**config.mk**
```make
export PLATFORM = sky130hd
export DESIGN_NAME = read_return
export DESIGN_NICKNAME = d
export VERILOG_FILES = /design/src/common/bus_pkg.sv /design/src/common/ram_pkg.sv /design/src/rtl/read_return.sv
export VERILOG_INCLUDE_DIRS = /design/src /design/src/common
export SDC_FILE = /design/constraint.sdc
export NUM_CORES = 1
export LEC_CHECK = 0
export BUFFER_PORTS_ARGS = -buffer_cell sky130_fd_sc_hd__buf_2
export CAP_MARGIN = 10
export CORE_MARGIN = 2
export CORE_UTILIZATION = 41
export CTS_CLUSTER_DIAMETER = 60
export DETAILED_ROUTE_END_ITERATION = 10
export GPL_TIMING_DRIVEN = 0
export PLACE_DENSITY = 0.76
export SLEW_MARGIN = 15
export SYNTH_ARGS = -nofsm -noshare
export SYNTH_HDL_FRONTEND = slang
export SYNTH_SLANG_ARGS = --single-unit
```
**constraint.sdc**
```tcl
create_clock -name clk -period 2.5 [get_ports clk]
set_input_delay 0.125 -clock clk [delete_from_list [all_inputs] [get_ports clk]]
set_output_delay 0.125 -clock clk [all_outputs]
set_load 0.01 [all_outputs]
```
**src/common/ram_defines.svh**
```systemverilog
`ifndef RAM_DEFINES_SVH
`define RAM_DEFINES_SVH

// Chip geometry, 1024 x 4 per device
`define RAM_ADDR_BITS 10     // Address pins per chip
`define RAM_NIBBLES   4      // One chip per nibble of the word

// Bus side
`define BUS_ADDR_BITS 12     // Full bus address

// Top two bus address bits pick the board
// Everything below them goes straight to the chips
`define BOARD_SEL     2'b01

`endif

```
**src/common/bus_pkg.sv**
```systemverilog
`include "ram_defines.svh"

package bus_pkg;

    // One request from the processor bus
    // Strobes are single-cycle pulses, never both high
    typedef struct packed {
        logic                         rd;     // Read strobe
        logic                         wr;     // Write strobe
        logic [`BUS_ADDR_BITS-1:0]    addr;   // Board select + chip address
        logic [`RAM_NIBBLES-1:0]      mask;   // Nibble write mask, bit 0 = data[3:0]
        logic [`RAM_NIBBLES*4-1:0]    wdata;  // Write data
    } bus_req_t;

    // Read response back to the bus, no handshake
    typedef struct packed {
        logic                         rd_valid;  // One-cycle pulse
        logic [`RAM_NIBBLES*4-1:0]    rd_data;   // Held until the next read returns
    } bus_rsp_t;

endpackage

```
**src/common/ram_pkg.sv**
```systemverilog
`include "ram_defines.svh"

package ram_pkg;

    // Same 16 bits, two views
    // Bus side treats it as a word, chip wiring as per-chip nibbles
    typedef union packed {
        logic [`RAM_NIBBLES*4-1:0]       word;
        logic [`RAM_NIBBLES-1:0][3:0]    nib;   // nib[0] = bits 3:0 = chip 0
    } ram_word_u;

    // Request as seen on the chip pins, one shared for all four chips
    // Controls follow the Am9150 polarity
    typedef struct packed {
        logic                         rd;     // Read issued this cycle, for return tracking
        logic                         we_n;   // Shared write enable
        logic [`RAM_NIBBLES-1:0]      cs_n;   // One select per chip
        logic [`RAM_ADDR_BITS-1:0]    addr;   // Shared address
        ram_word_u                    data;   // Write data, split per chip
    } chip_ctrl_t;

endpackage

```
**src/rtl/read_return.sv**
```systemverilog
// Output side
// Lines the read flag up with the chip output register,
// then registers the word and a one-cycle valid
module read_return (
    input  logic                   clk,
    input  logic                   RESET_n,
    input  logic                   rd_issued,
    input  ram_pkg::ram_word_u     chip_data,
    output bus_pkg::bus_rsp_t      bus_rsp
);

    logic rd_pending;   // Read whose data is on the chip outputs now

    always_ff @(posedge clk) begin
        if (!RESET_n) begin
            rd_pending       <= 1'b0;
            bus_rsp.rd_valid <= 1'b0;
        end else begin
            rd_pending       <= rd_issued;    // Chip latency, one cycle
            bus_rsp.rd_valid <= rd_pending;   // High one cycle per read
        end
    end

    // Data register, loads only for a returning read
    // Back-to-back reads load every cycle, in order
    always_ff @(posedge clk) begin
        if (rd_pending) begin
            bus_rsp.rd_data <= chip_data.word;
        end
    end

endmodule

```
==> metrics.cfg <==
[run_status]
outcome=finished, final reports clean

[route]
via_count=343
routed_wl_um=967
drt_pass1_iterations=3
wl_per_cell_um=11.8
drtIter0Drc=5
drtAntennaViolNets=0
drc_errors=0
vias_per_cell=4.18

[yosys]
synth_area_leaders=edfxtp_1 90%, dfxtp_1 7.5%, and2_1 2.3%
syn_inst=20
synth_xor_area_share_pct=0
synth_nets=39
async_reset_ff_share_pct=0
synth_enable_flop_cells=16
synthMuxAreaShare_pct=0
ys_types=3
yosysWarningCount=0
synth_compound_area_share_pct=0
yosysSeqAreaShare_pct=97.7
synth.most_common_cell=edfxtp_1
synthSimpleGateAreaFrac_pct=2.35
synth-adder-area-share_pct=0
synth_top_cell_by_area=edfxtp_1
synth_top_area_share_pct=90.1
synthTopCellsByCount=16 x edfxtp_1, 2 x and2_1, 2 x dfxtp_1
synth_top_family_by_area=simple AND/OR/NAND/NOR gates
ys_seq_elements=18
ys.flop_type=edfxtp_1
syn_avg_cell_area_um2=26.7
syn_area_um2=533

[cts]
cts_tree=built
cts.sinks=18
post_cts_buffers=0
insertion_delay_ps=280
root_buffer=clkbuf_4
h-tree-depth=1
clockBufferDepth=2
holdBufCountCts=0
cts_buffers=3
cts_resized=0
clkTransAtPathRegs_ps=100

[cells_and_area]
syn_to_final_growth_pct=58.0
antenna_cells=0
drive_gt1_share_pct=55.9
nets=88
final_cells=82

[critical_path]
crit_type=reg2reg
worst_ep_required_time_ps=2420
crit_path_max_fanout=17
cp_data_arrival_time_ps=1030
critPathLaunchType=flip-flop
critPathCaptureType=flip-flop

[worst_hold_path]
hold_class=in2reg

[timing]
max_freq_mhz=903
fin_crit_ps=1110
clock_skew_ps=9.77
rsz0062_at_grt=false
hold_viol=0
finalCritPeriodShare_pct=44.3
slew_headroom_pct=56.4
finalMaxSlewViolations=0
worst_pin_slew_ps=653
fin_setup_tns_ps=0
finalSetupViolations=0
hold_ws_ps=8.33

[power]
ir_drop_mv=0.393
power_leakage_nw=0.364
totalPowerFinal_mw=0.534
p_per_area_mw_per_mm2=634

[floorplanning]
boundaryPins=36
core_mm2=0.00116
die_area_mm2=0.00160
chipWidth_um=40.1
start_util_pct=46.1
rows=12
die_h_um=40.1

[global_route]
grt_max_degree=18
grt_util_all_layers_pct=11.8
grt_pass1_vias=270
grt.overflow.total=0
grt_first_pass_wirelength_um=1100
antenna_found_initial=0

[flow_run]
maxCapViolCount=0

[placement]
dp_cells=69
io_buffers=35
routabilityCongestion=0.530

layout by cell type, fill, tap and decap left out:
| cell | netlist | layout |
|---|---|---|
| buf_2 | 0 | 35 |
| edfxtp_1 | 16 | 16 |
| dlygate4sd3_1 | 0 | 9 |
| clkbuf_4 | 0 | 3 |
| and2_1 | 2 | 2 |
| dfxtp_1 | 2 | 2 |
| clkbuf_1 | 0 | 1 |
cell type report:
cell class                 count  area, um2
tap                           14       17.5
sequential                    18        520
fill                          74        314
clock buffer                   4       26.3
multi-input combinational      2       12.5
timing repair buffer          44        265
cell families after synthesis:
group	Yosys count
flip-flops	18
AND/OR/NAND/NOR	2
registers in the layout (all words and copies together) (netlist names):
name / count
bus_rsp: 17
rd_pending: 1
path summary, 6_finish.rpt:
check,startpoint,end,slack [ps],depth (start not counted)
setup / recovery,rd_pending,bus_rsp[4],1390,0
hold / removal,chip_data[9],bus_rsp[9],8,1
setup reg to reg,rd_pending,bus_rsp[4],1390,0
hold reg to reg,rd_pending,bus_rsp[6],770,0
through the flow:
stage / utilization [%] / setup slack, ps / cell area (um2)
detailed placement: 62.8 / 1380 / 726
finish: 72.8 / 1390 / 842
global placement: 62.8 / 1390 / 726
CTS: 65.0 / 1370 / 752
floorplan: - / 1500 / 533
global route: 72.8 / 1330 / 842
report_power, final:
part / internal [mW] / switching, mW / total [mW]
Sequential: 0.342 / 0.00683 / 0.348
Combinational: 0.0265 / 0.0151 / 0.0416
Clock: 0.0618 / 0.0818 / 0.144
metal layers:
metal	track usage, %	routed length [um]	vias up
li1	-	-	172
met1	9.77	315	151
met2	21.8	567	20
met3	5.00	83	0
met4	7.76	0	0
met5	0	0	-
Power figures use the tool's default switching activity.
