[src/common/ram_defines.svh]
`ifndef RAM_DEFINES_SVH
`define RAM_DEFINES_SVH

// Chip geometry, 1024 x 4 per device
`define RAM_ADDR_BITS 10     // Address pins per chip
`define RAM_NIBBLES   4      // One chip per nibble of the word

// Bus side
`define BUS_ADDR_BITS 12     // Full bus address

// Top two bus address bits pick the board
// Everything below them goes straight to the chips
`define BOARD_SEL     2'b01

`endif

[src/common/ram_pkg.sv]
`include "ram_defines.svh"

package ram_pkg;

    // Same 16 bits, two views
    // Bus side treats it as a word, chip wiring as per-chip nibbles
    typedef union packed {
        logic [`RAM_NIBBLES*4-1:0]       word;
        logic [`RAM_NIBBLES-1:0][3:0]    nib;   // nib[0] = bits 3:0 = chip 0
    } ram_word_u;

    // Request as seen on the chip pins, one shared for all four chips
    // Controls follow the Am9150 polarity
    typedef struct packed {
        logic                         rd;     // Read issued this cycle, for return tracking
        logic                         we_n;   // Shared write enable
        logic [`RAM_NIBBLES-1:0]      cs_n;   // One select per chip
        logic [`RAM_ADDR_BITS-1:0]    addr;   // Shared address
        ram_word_u                    data;   // Write data, split per chip
    } chip_ctrl_t;

endpackage

[src/rtl/clear_sequencer.sv]
`include "ram_defines.svh"

// Zero-fill of the whole array
// Stands in for the chip's own reset function
// Runs from system reset and on each clear_req pulse
module clear_sequencer (
    input  logic                   clk,
    input  logic                   RESET_n,
    input  logic                   clear_req,
    input  ram_pkg::chip_ctrl_t    bus_chip_req,
    output ram_pkg::chip_ctrl_t    chip_req,
    output logic                   busy
);

    logic [`RAM_ADDR_BITS-1:0]   clr_addr;   // Walk position
    logic                        busy_q;
    ram_pkg::chip_ctrl_t         clr_req;

    always_ff @(posedge clk) begin
        if (!RESET_n) begin
            busy_q   <= 1'b1;               // Power-on clear starts right away
            clr_addr <= '0;
        end else if (clear_req) begin
            busy_q   <= 1'b1;               // A pulse mid-clear restarts the walk
            clr_addr <= '0;
        end else if (busy_q) begin
            clr_addr <= clr_addr + 1'b1;    // Wraps back to 0 at the end
            if (clr_addr == '1) begin
                busy_q <= 1'b0;             // Last address written this cycle
            end
        end
    end

    // Zero write to every chip at once
    always_comb begin
        clr_req           = '0;
        clr_req.rd        = 1'b0;
        clr_req.we_n      = 1'b0;
        clr_req.cs_n      = '0;
        clr_req.addr      = clr_addr;
        clr_req.data.word = '0;
    end

    // No extra stage on the bus path
    assign chip_req = busy_q ? clr_req : bus_chip_req;
    assign busy     = busy_q;

endmodule

[config.mk]
export PLATFORM = sky130hd
export DESIGN_NAME = clear_sequencer
export DESIGN_NICKNAME = d
export VERILOG_FILES = /design/src/common/ram_pkg.sv /design/src/rtl/clear_sequencer.sv
export VERILOG_INCLUDE_DIRS = /design/src /design/src/common
export SDC_FILE = /design/constraint.sdc
export NUM_CORES = 1
export LEC_CHECK = 0
export ABC_AREA = 1
export BUFFER_PORTS_ARGS = -buffer_cell sky130_fd_sc_hd__buf_2
export CORE_AREA = 8 8 54 56
export CTS_BUF_LIST = sky130_fd_sc_hd__clkbuf_8
export DETAILED_ROUTE_END_ITERATION = 16
export DIE_AREA = 0 0 62 64
export GPL_ROUTABILITY_DRIVEN = 1
export GPL_TIMING_DRIVEN = 0
export PLACE_DENSITY = 0.87
export REMOVE_ABC_BUFFERS = 1
export SKIP_CTS_REPAIR_TIMING = 1
export SLEW_MARGIN = 30
export SYNTH_ARGS = -nofsm -noshare
export SYNTH_HDL_FRONTEND = slang
export SYNTH_SLANG_ARGS = --single-unit
[constraint.sdc]
create_clock -name clk -period 1.4 [get_ports clk]
set_input_delay 0.21 -clock clk [delete_from_list [all_inputs] [get_ports clk]]
set_output_delay 0.21 -clock clk [all_outputs]
set_load 0.05 [all_outputs]
==> impl_metrics.tcl <==
set metrics [dict create \
    outcome "finished with violations" \
    violations "negative setup slack" \
    path_class "reg2out" \
    p_sw_uw 169 \
    grt_overflow 0 \
    grt_setup_unrepaired "yes" \
    place_area_um2 1130 \
    synth_area_leader_cell "dfxtp_1" \
    worstPathArrival_ns 1.22 \
    p_int_uw 556 \
    setup_viol 3 \
    clkPwrFrac 0.433 \
    numCtsBuffers 3 \
    min_to "busy$_SDFF_PP1_" \
    antenna_found_initial 0 \
    vias_per_cell 4.50 \
    die_area_um2 3970 \
    ir_drop_mv 0.583 \
    nets 256 \
    worst_slew_pin_slew_ns 0.631 \
    r2r-start "busy$_SDFF_PP1_" \
    yosys_warnings 0 \
    clock_path_buffers 2 \
    diodes 0 \
    yosys.area_share.simple 0.399 \
    worst-path-max-fanout 16 \
    hold_violations 0 \
    hpwlAfterDp_mm 2.02 \
    cp.required_ns 1.19 \
    synth.distinct_cells 12 \
    final_cell_area_um2 1350 \
    slew_viol_final 0 \
    drc 0 \
    clkLatencyLatePin_ns 0.24 \
    numPortBuffers 67 \
    area_growth_pct 72.4 \
    setup_slack_ns -0.0335 \
    yosys-top-cells-area "dfxtp_1 28%, nand2_1 18%, nor2_1 16%" \
    leakage_uw 0.000774 \
    grt_usage 0.119 \
    reg2reg_slack_ns 0.18 \
    routedWlPerCell_um 11.7 \
    min_delay_path_depth 3 \
    seq_area_frac_synth 0.281 \
    cts_tree "done" \
    synth-adder-area-share 0.0159 \
    gp_congestion 0.830 \
    holdWs_ns 0.313 \
    switching_share 0.233 \
    ioPinCount 68 \
    dr.first_iter.drc_count 53 \
    synthCells 147 \
    routed_wl_mm 2.89 \
    start_kind "register" \
    grt_max_degree 35 \
    grt_pass1_wl_mm 3.82 \
    yosysTopAreaCellShare 0.281 \
    finalCriticalPeriod_ns 1.43 \
    fmax_mhz 698 \
    syn_area_per_cell_um2 5.34 \
    drive_above_1_share 0.393 \
    synth_xor_area_frac 0 \
    clk_pin_slew_ns 0.05 \
    dp.cells 237 \
    synth_top_family_by_area "simple AND/OR/NAND/NOR gates" \
    min_period_over_period 1.02 \
    cts_sinks 11 \
    hold_path.class "in2reg" \
    grt_pass1_vias 897 \
    crit_path_end_kind "output port" \
    cts_root_buffer "clkbuf_8" \
    htreeDepth 1 \
    die_w_um 62 \
    skew_ns 0.00188 \
    synth.cell_area_um2 785 \
    comb_power_share 0.129 \
    layoutNonFillerInstCount 247 \
    final_antenna_net_count 0 \
    num_rows 17 \
    power_frac_seq 0.438 \
    cellPowerDensity_nw_per_um2 536 \
    synth-compound-area-share 0.121 \
    nFillCells 190 \
    dr.pass1.iters 4 \
    relSlewSlack 0.578 \
    start_util 0.373 \
    ff2ff_path_depth 6 \
    coreArea_um2 2110 \
    die_height_um 64 \
    rr_endpoint "clr_addr[8]$_SDFFE_PP0P_" \
    hp-start "clear_req" \
    final_cell_mix "54 x buf_2, 36 x nand2_1, 32 x inv_1, 32 x nor2_1, 13 x buf_6" \
    synth_seq_cells 11 \
    vias 1111 \
    mostFrequentLayoutCell "buf_2" \
    max-cap-violations 0 \
    synthMuxAreaShare 0 \
]
==> sequential cells by signal (all words and copies together), names as in the netlist <==
signal,flops
clr_addr,10
busy,1
==> per-layer routing <==
layer | GRT usage | wire, um | share of wire | vias to the layer above
met1 | 0.138 | 1060 | 0.37 | 466
met2 | 0.191 | 1260 | 0.44 | 63
met5 | 0 | 0 | 0 | -
met4 | 0.0427 | 34 | 0.012 | 0
met3 | 0.0440 | 535 | 0.19 | 5
li1 | - | - | - | 577
==> power groups by stage <==
stage	Combinational [uW]	Sequential (uW)	Clock [uW]
floorplan	35.6	325	0
global placement	83.6	325	0
detailed placement	86.1	325	0
CTS	87.3	319	317
global route	104	318	338
finish	93.8	318	314
==> how the worst max path moves through the flow <==
stage                    startpoint            to  cells past startpoint
global placement    busy$_SDFF_PP1_  chip_req[22]                      3
finish              busy$_SDFF_PP1_  chip_req[18]                      4
detailed placement  busy$_SDFF_PP1_  chip_req[18]                      3
CTS                 busy$_SDFF_PP1_  chip_req[18]                      3
floorplan           busy$_SDFF_PP1_  chip_req[17]                      2
global route        busy$_SDFF_PP1_  chip_req[18]                      4
==> logic make-up after synthesis <==
family | Yosys count
fa+ha+maj | 1
simple gates | 79
buf+inv | 37
flops | 11
compound gates | 19
==> synth_stat cells <==
cell type,instances
nor2_1,34
nand3_1,7
o21ai_1,2
nor2_4,1
nand2_1,37
ha_1,1
a21oi_1,8
o21ai_0,9
inv_1,32
dfxtp_1,11
clkbuf_1,1
buf_2,4
==> final cells by class <==
| type | count | area (um2) | area share |
|---|---|---|---|
| repair buffers | 73 | 474 | 0.351 |
| multi-input cells | 99 | 450 | 0.333 |
| flip-flops and latches | 11 | 224 | 0.166 |
| inverters | 32 | 124 | 0.0916 |
| clock buffers | 3 | 41.3 | 0.0305 |
| well taps | 28 | 35.0 | 0.0259 |
| clock inverters | 1 | 3.75 | 0.00278 |
==> stage by stage <==
stage,setup WS [ns],util,setup TNS (ns),total power [uW]
2_1_floorplan,-1.56,-,-24.33,361
3_3_place_gp,-0.897,0.537,-15.95,409
3_5_place_dp,-0.426,0.538,-3.70,412
4_1_cts,-0.683,0.559,-8.27,724
5_1_grt,-0.0572,0.642,-0.310,760
6_report,-0.0335,0.642,-0.0678,725
==> worst max-delay path, stage by stage, from the launching register on <==
cell	delay (ns)
dfxtp_4	0.39
clkinvlp_4	0.10
buf_12	0.15
o21ai_2	0.15
buf_6	0.17
Power figures use the tool's default switching activity.
