**src/common/ram_defines.svh**
```systemverilog
`ifndef RAM_DEFINES_SVH
`define RAM_DEFINES_SVH

// Chip geometry, 1024 x 4 per device
`define RAM_ADDR_BITS 10     // Address pins per chip
`define RAM_NIBBLES   4      // One chip per nibble of the word

// Bus side
`define BUS_ADDR_BITS 12     // Full bus address

// Top two bus address bits pick the board
// Everything below them goes straight to the chips
`define BOARD_SEL     2'b01

`endif

```
**src/am9150/am9150_w_clock.sv**
```systemverilog
`include "ram_defines.svh"

// Clocked model of a 1024 x 4 Am9150 static RAM
// Separate data in and out, registered read
// No array reset here, block RAM cannot clear in one shot
module am9150_w_clock (
    input  logic                         clk,
    input  logic [`RAM_ADDR_BITS-1:0]    address,
    input  logic [3:0]                   data_in,
    output logic [3:0]                   data_out,
    input  logic                         write_enable_n,
    input  logic                         chip_select_n,
    input  logic                         output_enable_n,
    input  logic                         RESET_n
);

    logic [3:0] mem [0:(1 << `RAM_ADDR_BITS)-1];   // Storage array

    logic do_write;
    logic do_read;

    // Reset low blocks all accesses
    assign do_write = !chip_select_n && !write_enable_n && RESET_n;

    // Read needs select, output enable, and no write in progress
    assign do_read  = !chip_select_n && !output_enable_n && write_enable_n && RESET_n;

    always_ff @(posedge clk) begin
        if (do_write) begin
            mem[address] <= data_in;
        end
    end

    // Output register
    always_ff @(posedge clk) begin
        if (do_read) begin
            data_out <= mem[address];   // Valid one cycle after the request
        end else begin
            data_out <= 4'b0;           // Stands in for the floating bus
        end
    end

endmodule

```
**config.mk**
```make
export PLATFORM = sky130hd
export DESIGN_NAME = am9150_w_clock
export DESIGN_NICKNAME = d
export VERILOG_FILES = /design/src/am9150/am9150_w_clock.sv
export VERILOG_INCLUDE_DIRS = /design/src /design/src/common
export SDC_FILE = /design/constraint.sdc
export NUM_CORES = 2
export LEC_CHECK = 0
export CAP_MARGIN = 10
export CORE_MARGIN = 5
export CORE_UTILIZATION = 55
export DETAILED_ROUTE_END_ITERATION = 16
export DONT_BUFFER_PORTS = 1
export PLACE_DENSITY_LB_ADDON = 0.12
export REMOVE_ABC_BUFFERS = 1
export SYNTH_ARGS = -nofsm -noshare
export SYNTH_HDL_FRONTEND = slang
export SYNTH_SLANG_ARGS = --single-unit
export TNS_END_PERCENT = 1
```
**constraint.sdc**
```tcl
create_clock -name clk -period 4.25 [get_ports clk]
set_input_delay 1.275 -clock clk [delete_from_list [all_inputs] [get_ports clk]]
set_output_delay 1.275 -clock clk [all_outputs]
set_load 0.005 [all_outputs]
```
==> key figures <==
Floorplanning
  • Die Wd: ~550 µm
  • Die height: about 550 µm
  • Row count: 198
  • Initial Util: 55.3%
  • Io pins: 23
  • Core area: slightly below 300000 µm²
  • Die area: about 300000 µm²

Synthesis
  • Seq/Total Area, Yosys: between 70% and 80%
  • Async set-or-reset flop fraction in the synthesized netlist: 0%
  • Yosys cell types: 64
  • Post-Synthesis Cell Area: between 150000 and 200000 µm²
  • Top_reg_cell synth: edfxtp_1
  • Synth Register Bits: between 4000 and 5000
  • Cells after synthesis: ~9000
  • Yosys warnings: 0
  • Syn_area_per_cell: around 17 µm²
  • Number of flops mapped to enable cells by yosys: about 4000

Job
  • Max_cap viols: 0

Setup path
  • Worst r2r src: mem[699][2]
  • Most Frequent Cell on Critical Path: buf_4
  • CP Capture Type: flip-flop
  • Largest stage delay on the critical path: around 0.66 ns
  • R2R Setup Slk: roughly 1.2 ns
  • Critical-path maximum fanout: between 400 and 500
  • R2R cell count: 9
  • WS Path Type: in2reg
  • WP data required: roughly 5.1 ns
  • Arrival @ worst endpoint: ~5.5 ns
  • Worst Setup Start Kind: input port
  • R2r endpoint: data_out[2]
  • CP cell instances: nand4b_1, buf_4, buf_12, buf_12, buf_4, o22ai_1, nor4_2, nand2_1, o211ai_1, buf_4, nand4_1, a2111oi_2, a31oi_1
  • Critical path's slowest cell: nand4b_1
  • Worst Setup SP: address[0]

CTS
  • Hold Buf Count CTS: 0
  • Clock Latency Late Sink: ~0.94 ns
  • H-tree Lvls: 5
  • Clk root buf: clkbuf_16
  • Num Clock Sinks: between 4000 and 5000
  • Clock-pin slew on the worst setup and hold paths: ~0.060 ns
  • Max clock buf depth: 4
  • CTS tree: done
  • CTS Buf Count: 410

Timing
  • Tmin final: between 4 and 5 ns
  • Fin. Hold Viols: 0
  • Final period util: 110%
  • WHS: approximately 0.42 ns
  • RSZ-0062 raised after global routing: true
  • Slew Limit Headroom: -31.3%
  • Final Slew Violations: 766
  • Slew at the pin with the worst max-slew slack: between 1.5 and 2 ns
  • Count of final setup violators: 4
  • Final WS setup: -0.418 ns
  • Skew final: about 0.032 ns
  • Setup TNS: -1.45 ns
  • Highest clock rate: between 200 and 250 MHz

Layout
  • Fillers: around 20000
  • Layout cells sized above 1: 19.9%
  • Layout area overhead: 16.7%
  • Layout net count: a little over 10000

Route
  • Drt pass-1 iters: 7
  • Initial drt markers: 12542
  • # DRC: 0
  • Antenna Nets Post-Route: 0
  • WL/cell: roughly 34 µm
  • Routed vias: just over 90000
  • Final wirelength: 485000 µm
  • Vias per cell: between 6 and 7

Worst hold path
  • Min-Delay Path Depth: 0
  • Hold/Removal Path Class: in2reg
  • Worst Hold Launch: data_in[1]
  • WHS Endpoint: mem[561][1]

GRT
  • Layer with the highest usage: met2
  • Vias in the first global route: roughly 90000
  • GRT met1 Usage: between 40% and 50%
  • First-pass GRT wire length: 679000 µm
  • Grt ovf: 0
  • Met3 GRT Util: about 6.6%
  • Largest net degree at the start of global routing: 1025
  • Initial antenna violation count: 26
  • Met2 Usage GRT: between 40 and 50%
  • Gr usage total: about a third

Power and ir drop
  • Total leakage power: between 60 and 70 nW
  • Power density over the cells: around 440 nW/µm²
  • Peak supply drop: 0.000401 V
  • Design Power: 0.0832 W

Run status
  • Failing checks: max-slew violations, negative setup slack
  • Status: finished with violations

Placed design
  • HPWL Detailed: 282000 µm
  • Placer Congestion: between 0.8 and 0.9
  • Buffers on Ports: 0
==> cell usage after synthesis (all sizes together), types with 9 or more instances <==
cell type / count / area, µm²
edfxtp: 4096 / 123000
mux2i: 1529 / 15300
nor2: 1162 / 4360
o22ai: 607 / 3800
buf: 339 / 1700
clkbuf: 321 / 1200
mux4: 283 / 6370
nand2: 169 / 634
nor4: 124 / 776
o21ai: 121 / 606
nand3: 64 / 320
nor3: 47 / 240
a22oi: 45 / 338
a21oi: 44 / 220
o2111ai: 35 / 307
o22a: 28 / 245
a2111oi: 26 / 243
o211ai: 24 / 180
nand4: 22 / 138
a31oi: 17 / 106
nor2b: 11 / 68.8
a211oi: 9 / 67.6
and3: 9 / 56.3
==> power by group <==
part	internal, W	switching (W)	total, W	leakage [nW]
Sequential	0.0445	0.00000498	0.0445	36.8
Clock	0.0197	0.0153	0.0350	6.29
Combinational	0.00133	0.00237	0.00370	21.2
Total	0.0655	0.0177	0.0832	64.4
==> logic make-up after synthesis <==
logic type / after synthesis / share of synthesized area (%)
AOI/OAI and AO/OA: 1005 / 4.06
buffers and inverters: 662 / 1.80
and+or+nand+nor: 1655 / 4.34
DFF: 4100 / 76.3
muxes: 1816 / 13.5
==> final cells by class <==
cell class | instances | area, µm² | share of cell area (%)
flip-flops and latches | 4100 | 123000 | 65.4
multi-input cells | 4476 | 35700 | 19.0
repair buffers | 1153 | 11600 | 6.15
clock buffers | 505 | 10700 | 5.70
well taps | 3900 | 4880 | 2.59
clock inverters | 243 | 2150 | 1.15
diodes | 13 | 32.5 | 0.0173
inverters | 2 | 10.0 | 0.00532
==> critical path, delay by kind of cell <==
kind | cells | cell delay [ns]
AND/OR/NAND/NOR | 4 | 1.48
buffers and inverters | 5 | 1.03
AO/OA/AOI/OAI | 4 | 0.88
==> sequential cells by signal (all words and copies together) (netlist names) <==
signal / cells
mem: 4096
data_out: 4
==> per-layer routing <==
layer | up-vias | wire length (µm)
met3 | 1018 | 51100
met1 | 47265 | 182000
li1 | 38577 | -
met4 | 8 | 25900
met5 | - | 56
met2 | 5414 | 226000
==> through the flow <==
stage          worst slack (ns)  cells  area [µm²]  util, %
2_1_floorplan            -0.507   8578      158000        -
3_3_place_gp              -2.22  13599      174000     59.8
3_5_place_dp              -2.26  13599      174000     59.8
4_1_cts                -0.00176  14358      188000     64.4
5_1_grt                  -0.110  14385      188000     64.6
6_report                 -0.418  14392      188000     64.6
==> cell usage in the layout, fill, tap and decap left out, types with 89 or more instances in the layout <==
| master | count |
|---|---|
| clkinv_1 | 89 |
| o22ai_1 | 607 |
| clkbuf_1 | 90 |
| clkbuf_16 | 420 |
| buf_12 | 163 |
| mux2i_1 | 1529 |
| o21ai_0 | 120 |
| nor4_1 | 119 |
| mux4_2 | 283 |
| edfxtp_1 | 4096 |
| buf_4 | 948 |
| nor2_1 | 1154 |
| nand2_1 | 137 |
==> repair_timing <==
| action | in CTS | in global routing |
|---|---|---|
| buffers inserted | 0 | 1 |
| gates resized for setup | 2 | 8 |
| gates cloned | 11 | 5 |
| pin swaps | 0 | 2 |
| endpoints found under the setup margin | 35 | 4 |
==> worst max path at each step <==
stage,endpoint,slack (ns),cells past startpoint
4_1_cts,data_out[2],-0.002,11
5_1_grt,data_out[0],-0.11,13
6_report,data_out[0],-0.42,13
2_1_floorplan,data_out[2],-0.51,8
3_5_place_dp,data_out[1],-2.26,13
3_3_place_gp,data_out[1],-2.22,13
(Power assumes the default switching activity.)
