===== config.mk =====
export PLATFORM = sky130hd
export DESIGN_NAME = bus_decode
export DESIGN_NICKNAME = d
export VERILOG_FILES = /design/src/common/bus_pkg.sv /design/src/common/ram_pkg.sv /design/src/rtl/bus_decode.sv
export VERILOG_INCLUDE_DIRS = /design/src /design/src/common
export SDC_FILE = /design/constraint.sdc
export NUM_CORES = 1
export LEC_CHECK = 0
export CORE_MARGIN = 1.5
export CORE_UTILIZATION = 40
export CTS_BUF_LIST = sky130_fd_sc_hd__clkbuf_8
export DETAILED_ROUTE_END_ITERATION = 10
export DONT_BUFFER_PORTS = 1
export PLACE_DENSITY = 0.53
export SETUP_SLACK_MARGIN = 0.1
export SLEW_MARGIN = 10
export SYNTH_ARGS = -nofsm -noshare
export SYNTH_HDL_FRONTEND = slang
export SYNTH_SLANG_ARGS = --single-unit
export TNS_END_PERCENT = 30

===== constraint.sdc =====
create_clock -name clk -period 1.2 [get_ports clk]
set_input_delay 0.12 -clock clk [delete_from_list [all_inputs] [get_ports clk]]
set_output_delay 0.12 -clock clk [all_outputs]
set_load 0.02 [all_outputs]

===== src/common/ram_defines.svh =====
`ifndef RAM_DEFINES_SVH
`define RAM_DEFINES_SVH

// Chip geometry, 1024 x 4 per device
`define RAM_ADDR_BITS 10     // Address pins per chip
`define RAM_NIBBLES   4      // One chip per nibble of the word

// Bus side
`define BUS_ADDR_BITS 12     // Full bus address

// Top two bus address bits pick the board
// Everything below them goes straight to the chips
`define BOARD_SEL     2'b01

`endif


===== src/common/bus_pkg.sv =====
`include "ram_defines.svh"

package bus_pkg;

    // One request from the processor bus
    // Strobes are single-cycle pulses, never both high
    typedef struct packed {
        logic                         rd;     // Read strobe
        logic                         wr;     // Write strobe
        logic [`BUS_ADDR_BITS-1:0]    addr;   // Board select + chip address
        logic [`RAM_NIBBLES-1:0]      mask;   // Nibble write mask, bit 0 = data[3:0]
        logic [`RAM_NIBBLES*4-1:0]    wdata;  // Write data
    } bus_req_t;

    // Read response back to the bus, no handshake
    typedef struct packed {
        logic                         rd_valid;  // One-cycle pulse
        logic [`RAM_NIBBLES*4-1:0]    rd_data;   // Held until the next read returns
    } bus_rsp_t;

endpackage


===== src/common/ram_pkg.sv =====
`include "ram_defines.svh"

package ram_pkg;

    // Same 16 bits, two views
    // Bus side treats it as a word, chip wiring as per-chip nibbles
    typedef union packed {
        logic [`RAM_NIBBLES*4-1:0]       word;
        logic [`RAM_NIBBLES-1:0][3:0]    nib;   // nib[0] = bits 3:0 = chip 0
    } ram_word_u;

    // Request as seen on the chip pins, one shared for all four chips
    // Controls follow the Am9150 polarity
    typedef struct packed {
        logic                         rd;     // Read issued this cycle, for return tracking
        logic                         we_n;   // Shared write enable
        logic [`RAM_NIBBLES-1:0]      cs_n;   // One select per chip
        logic [`RAM_ADDR_BITS-1:0]    addr;   // Shared address
        ram_word_u                    data;   // Write data, split per chip
    } chip_ctrl_t;

endpackage


===== src/rtl/bus_decode.sv =====
`include "ram_defines.svh"

// Bus side of the board
// Window match, busy drop, and strobe to chip control conversion
module bus_decode (
    input  logic                   clk,
    input  logic                   RESET_n,
    input  bus_pkg::bus_req_t      bus_req,
    input  logic                   busy,
    output ram_pkg::chip_ctrl_t    chip_req
);

    logic                  in_window;
    logic                  accept_rd;
    logic                  accept_wr;
    ram_pkg::chip_ctrl_t   req_next;

    // Top address bits select this board
    assign in_window = (bus_req.addr[`BUS_ADDR_BITS-1:`RAM_ADDR_BITS] == `BOARD_SEL);

    // Nothing gets through while a clear owns the chips
    assign accept_rd = bus_req.rd && in_window && !busy;
    assign accept_wr = bus_req.wr && in_window && !busy;

    always_comb begin
        req_next           = '0;
        req_next.we_n      = 1'b1;                                // Idle is a read level
        req_next.cs_n      = '1;                                  // No chip selected
        req_next.addr      = bus_req.addr[`RAM_ADDR_BITS-1:0];
        req_next.data.word = bus_req.wdata;
        if (accept_rd) begin
            req_next.rd   = 1'b1;
            req_next.cs_n = '0;                                   // Whole word
        end else if (accept_wr) begin
            // Masked nibbles only, the rest keep their contents
            req_next.we_n = 1'b0;
            req_next.cs_n = ~bus_req.mask;
        end
    end

    // One pipeline stage
    always_ff @(posedge clk) begin
        chip_req.addr <= req_next.addr;   // Payload, don't care when unselected
        chip_req.data <= req_next.data;
        if (!RESET_n) begin
            chip_req.rd   <= 1'b0;
            chip_req.we_n <= 1'b1;
            chip_req.cs_n <= '1;
        end else begin
            chip_req.rd   <= req_next.rd;
            chip_req.we_n <= req_next.we_n;
            chip_req.cs_n <= req_next.cs_n;
        end
    end

endmodule


==> flow_metrics.py <==
metrics = {
    "synth": {
        "synth_mux_area_frac": 0,
        "synth_top_family_by_area": "simple AND/OR/NAND/NOR gates",
        "yosysWarnings": 0,
        "avgSynthCellArea_um2": 16.56,
        "yosys.cell_types.count": 6,
        "synthAdderAreaFrac": 0,
        "synthCells": 43,
        "synth_compound_area_frac": 0.04218,
        "synth-simple-area-share": 0.05800,
        "syn_nets": 80,
        "yosysSeqAreaShare": 0.8998,
        "syn_area_um2": 711.9,
        "synthXorXnorAreaFrac": 0,
        "ys_ff_latch": 32,
    },
    "power_and_ir_drop": {
        "power.switching_uw": 421.0,
        "p_seq_frac": 0.583,
        "p_leak_nw": 0.4721,
        "power.density_nw_per_um2": 1860,
        "power_mw": 2.053,
        "pwr-share-comb": 0.041,
        "clock_power_share": 0.376,
        "p_int_mw": 1.632,
        "peakVddDrop_v": 0.0009271,
        "sw_frac_of_total": 0.2051,
    },
    "route": {
        "drc_errors": 0,
        "drt_iter0_drc": 7,
        "ant_nets": 0,
        "firstDrtPassIters": 4,
        "dr_total_vias": 466,
        "drt_wl_total_mm": 1.405,
        "vias_per_cell": 4.854,
        "wl_per_cell_um": 14.64,
    },
    "setup_path": {
        "cp-end-kind": "output port",
        "arrival_ns": 0.70,
        "crit_start": "chip_req[7]",
        "path_max_fanout": 1,
        "setup.worst_path.class": "flip-flop to output port",
        "cp-start-kind": "flip-flop",
        "cp.required_ns": 1.08,
    },
    "clock_tree": {
        "cts_tree": "built",
        "ctsResizeCount": 0,
        "post_cts_buffers": 0,
        "cts_num_sinks": 32,
        "cts.clk_slew.worst_paths_ns": 0.06,
        "clockBufferDepth": 2,
        "cts_made_buffers": 5,
        "cts_hold_buf": 28,
        "cts_htree_levels": 2,
        "root_buffer": "clkbuf_8",
    },
    "finish": {
        "area_delta_synth_final_pct": 55.01,
        "regMostFlops": "chip_req",
        "antenna_cells": 0,
        "fin_cells": 96,
        "largest_register_ffs": 32,
        "layout.nets": 115,
        "layout-drive-gt1-share": 0.08861,
        "largestRegisters": "chip_req (32)",
    },
    "global_route": {
        "grt_pass1_vias": 426,
        "grt_pass1_wl_mm": 1.876,
        "gr-total-overflow": 0,
        "grt_max_degree": 10,
        "antenna_found_initial": 0,
        "gr-usage-all-layers": 0.1412,
    },
    "flow_run": {
        "max-cap-violations": 0,
    },
    "die": {
        "start_util": 0.4215,
        "row_count": 15,
        "fp.dieW_um": 45.19,
        "core_um2": 1689,
        "die_h_um": 45.19,
        "io_pins": 69,
        "design.die.area_um2": 2042,
    },
    "sta": {
        "final_max_slew_viol_count": 0,
        "max_freq_ghz": 1.215,
        "grt_setup_unrepaired": "false",
        "post-route-min-period_ns": 0.8227,
        "worstMarginPinSlew_ns": 0.2193,
        "setup_ws_ns": 0.3773,
        "final_hold_viol_count": 0,
        "period_share": 0.6856,
        "setup_viol": 0,
        "max-slew-margin-rel": 0.8536,
        "tns_ns": 0,
    },
    "placed_design": {
        "dp_hpwl_um": 945.7,
        "pre_cts_slack_ns": 0.5266,
        "portBuffers": 0,
        "dp_cells": 60,
        "place_congestion": 0.6168,
    },
    "hold_path": {
        "min_path_type": "input port to flip-flop",
        "min_from": "bus_req[33]",
    },
    "status": {
        "outcome": "complete, no violations",
    },
}
==> synthesized netlist by cell type <==
master	count	area (um^2)
a21o_1	4	30.03
nand2_1	4	15.01
and4bb_2	1	12.51
nand3b_1	1	7.510
dfxtp_1	32	640.6
and2_1	1	6.260
==> power by group through the flow <==
stage	logic (mW)	registers, mW	clock network, mW
after global routing	0.0908	1.20	0.845
after global placement	0.0114	1.22	0
after CTS	0.0843	1.20	0.783
final	0.0845	1.20	0.772
after detailed placement	0.0127	1.22	0
after floorplan	0.0111	1.21	0
==> cell usage in the layout (no fill, tap or decap), drive strengths merged <==
cell,synthesis,final
and4bb,1,1
nand3b,1,1
nand2,4,4
inv,0,2
and2,1,1
dfxtp,32,32
a21o,4,4
clkbuf,0,6
dlygate4sd3,0,28
==> path summary, 6_finish.rpt <==
path	slack [ns]	cells past startpoint	end
worst min-delay path	0.006	2	chip_req[27]
worst max-delay path	0.38	0	chip_req[7]
==> layout make-up <==
| cell class | instances | area [um^2] |
|---|---|---|
| sequential | 32 | 640.6 |
| fill | 122 | 585.6 |
| timing repair buffer | 28 | 280.3 |
| tap | 17 | 21.27 |
| clock buffer | 6 | 82.58 |
| multi-input combinational | 11 | 71.32 |
| clock inverter | 2 | 7.507 |
==> metal layers <==
metal,vias up,GRT usage,part of all wire
li1,205,-,-
met1,220,0.1028,0.30
met2,39,0.2571,0.57
met3,2,0.09600,0.12
met4,0,0.08824,0.012
met5,-,0,0
==> stage by stage <==
stage | hold slack (ns) | utilization | instance area [um^2]
global route | 0.002252 | 0.6533 | 1104
floorplan | 0.1477 | - | 711.9
global placement | 0.1478 | 0.4341 | 733.2
detailed placement | 0.1478 | 0.4341 | 733.2
finish | 0.005786 | 0.6533 | 1104
CTS | 0.0009244 | 0.6533 | 1104
==> cells by family (layout without fill, tap and decap cells) <==
group / Yosys count / after routing
flops: 32 / 32
simple gates: 7 / 7
compound gates: 4 / 4
buf+inv: 0 / 36
Power figures use the tool's default switching activity.
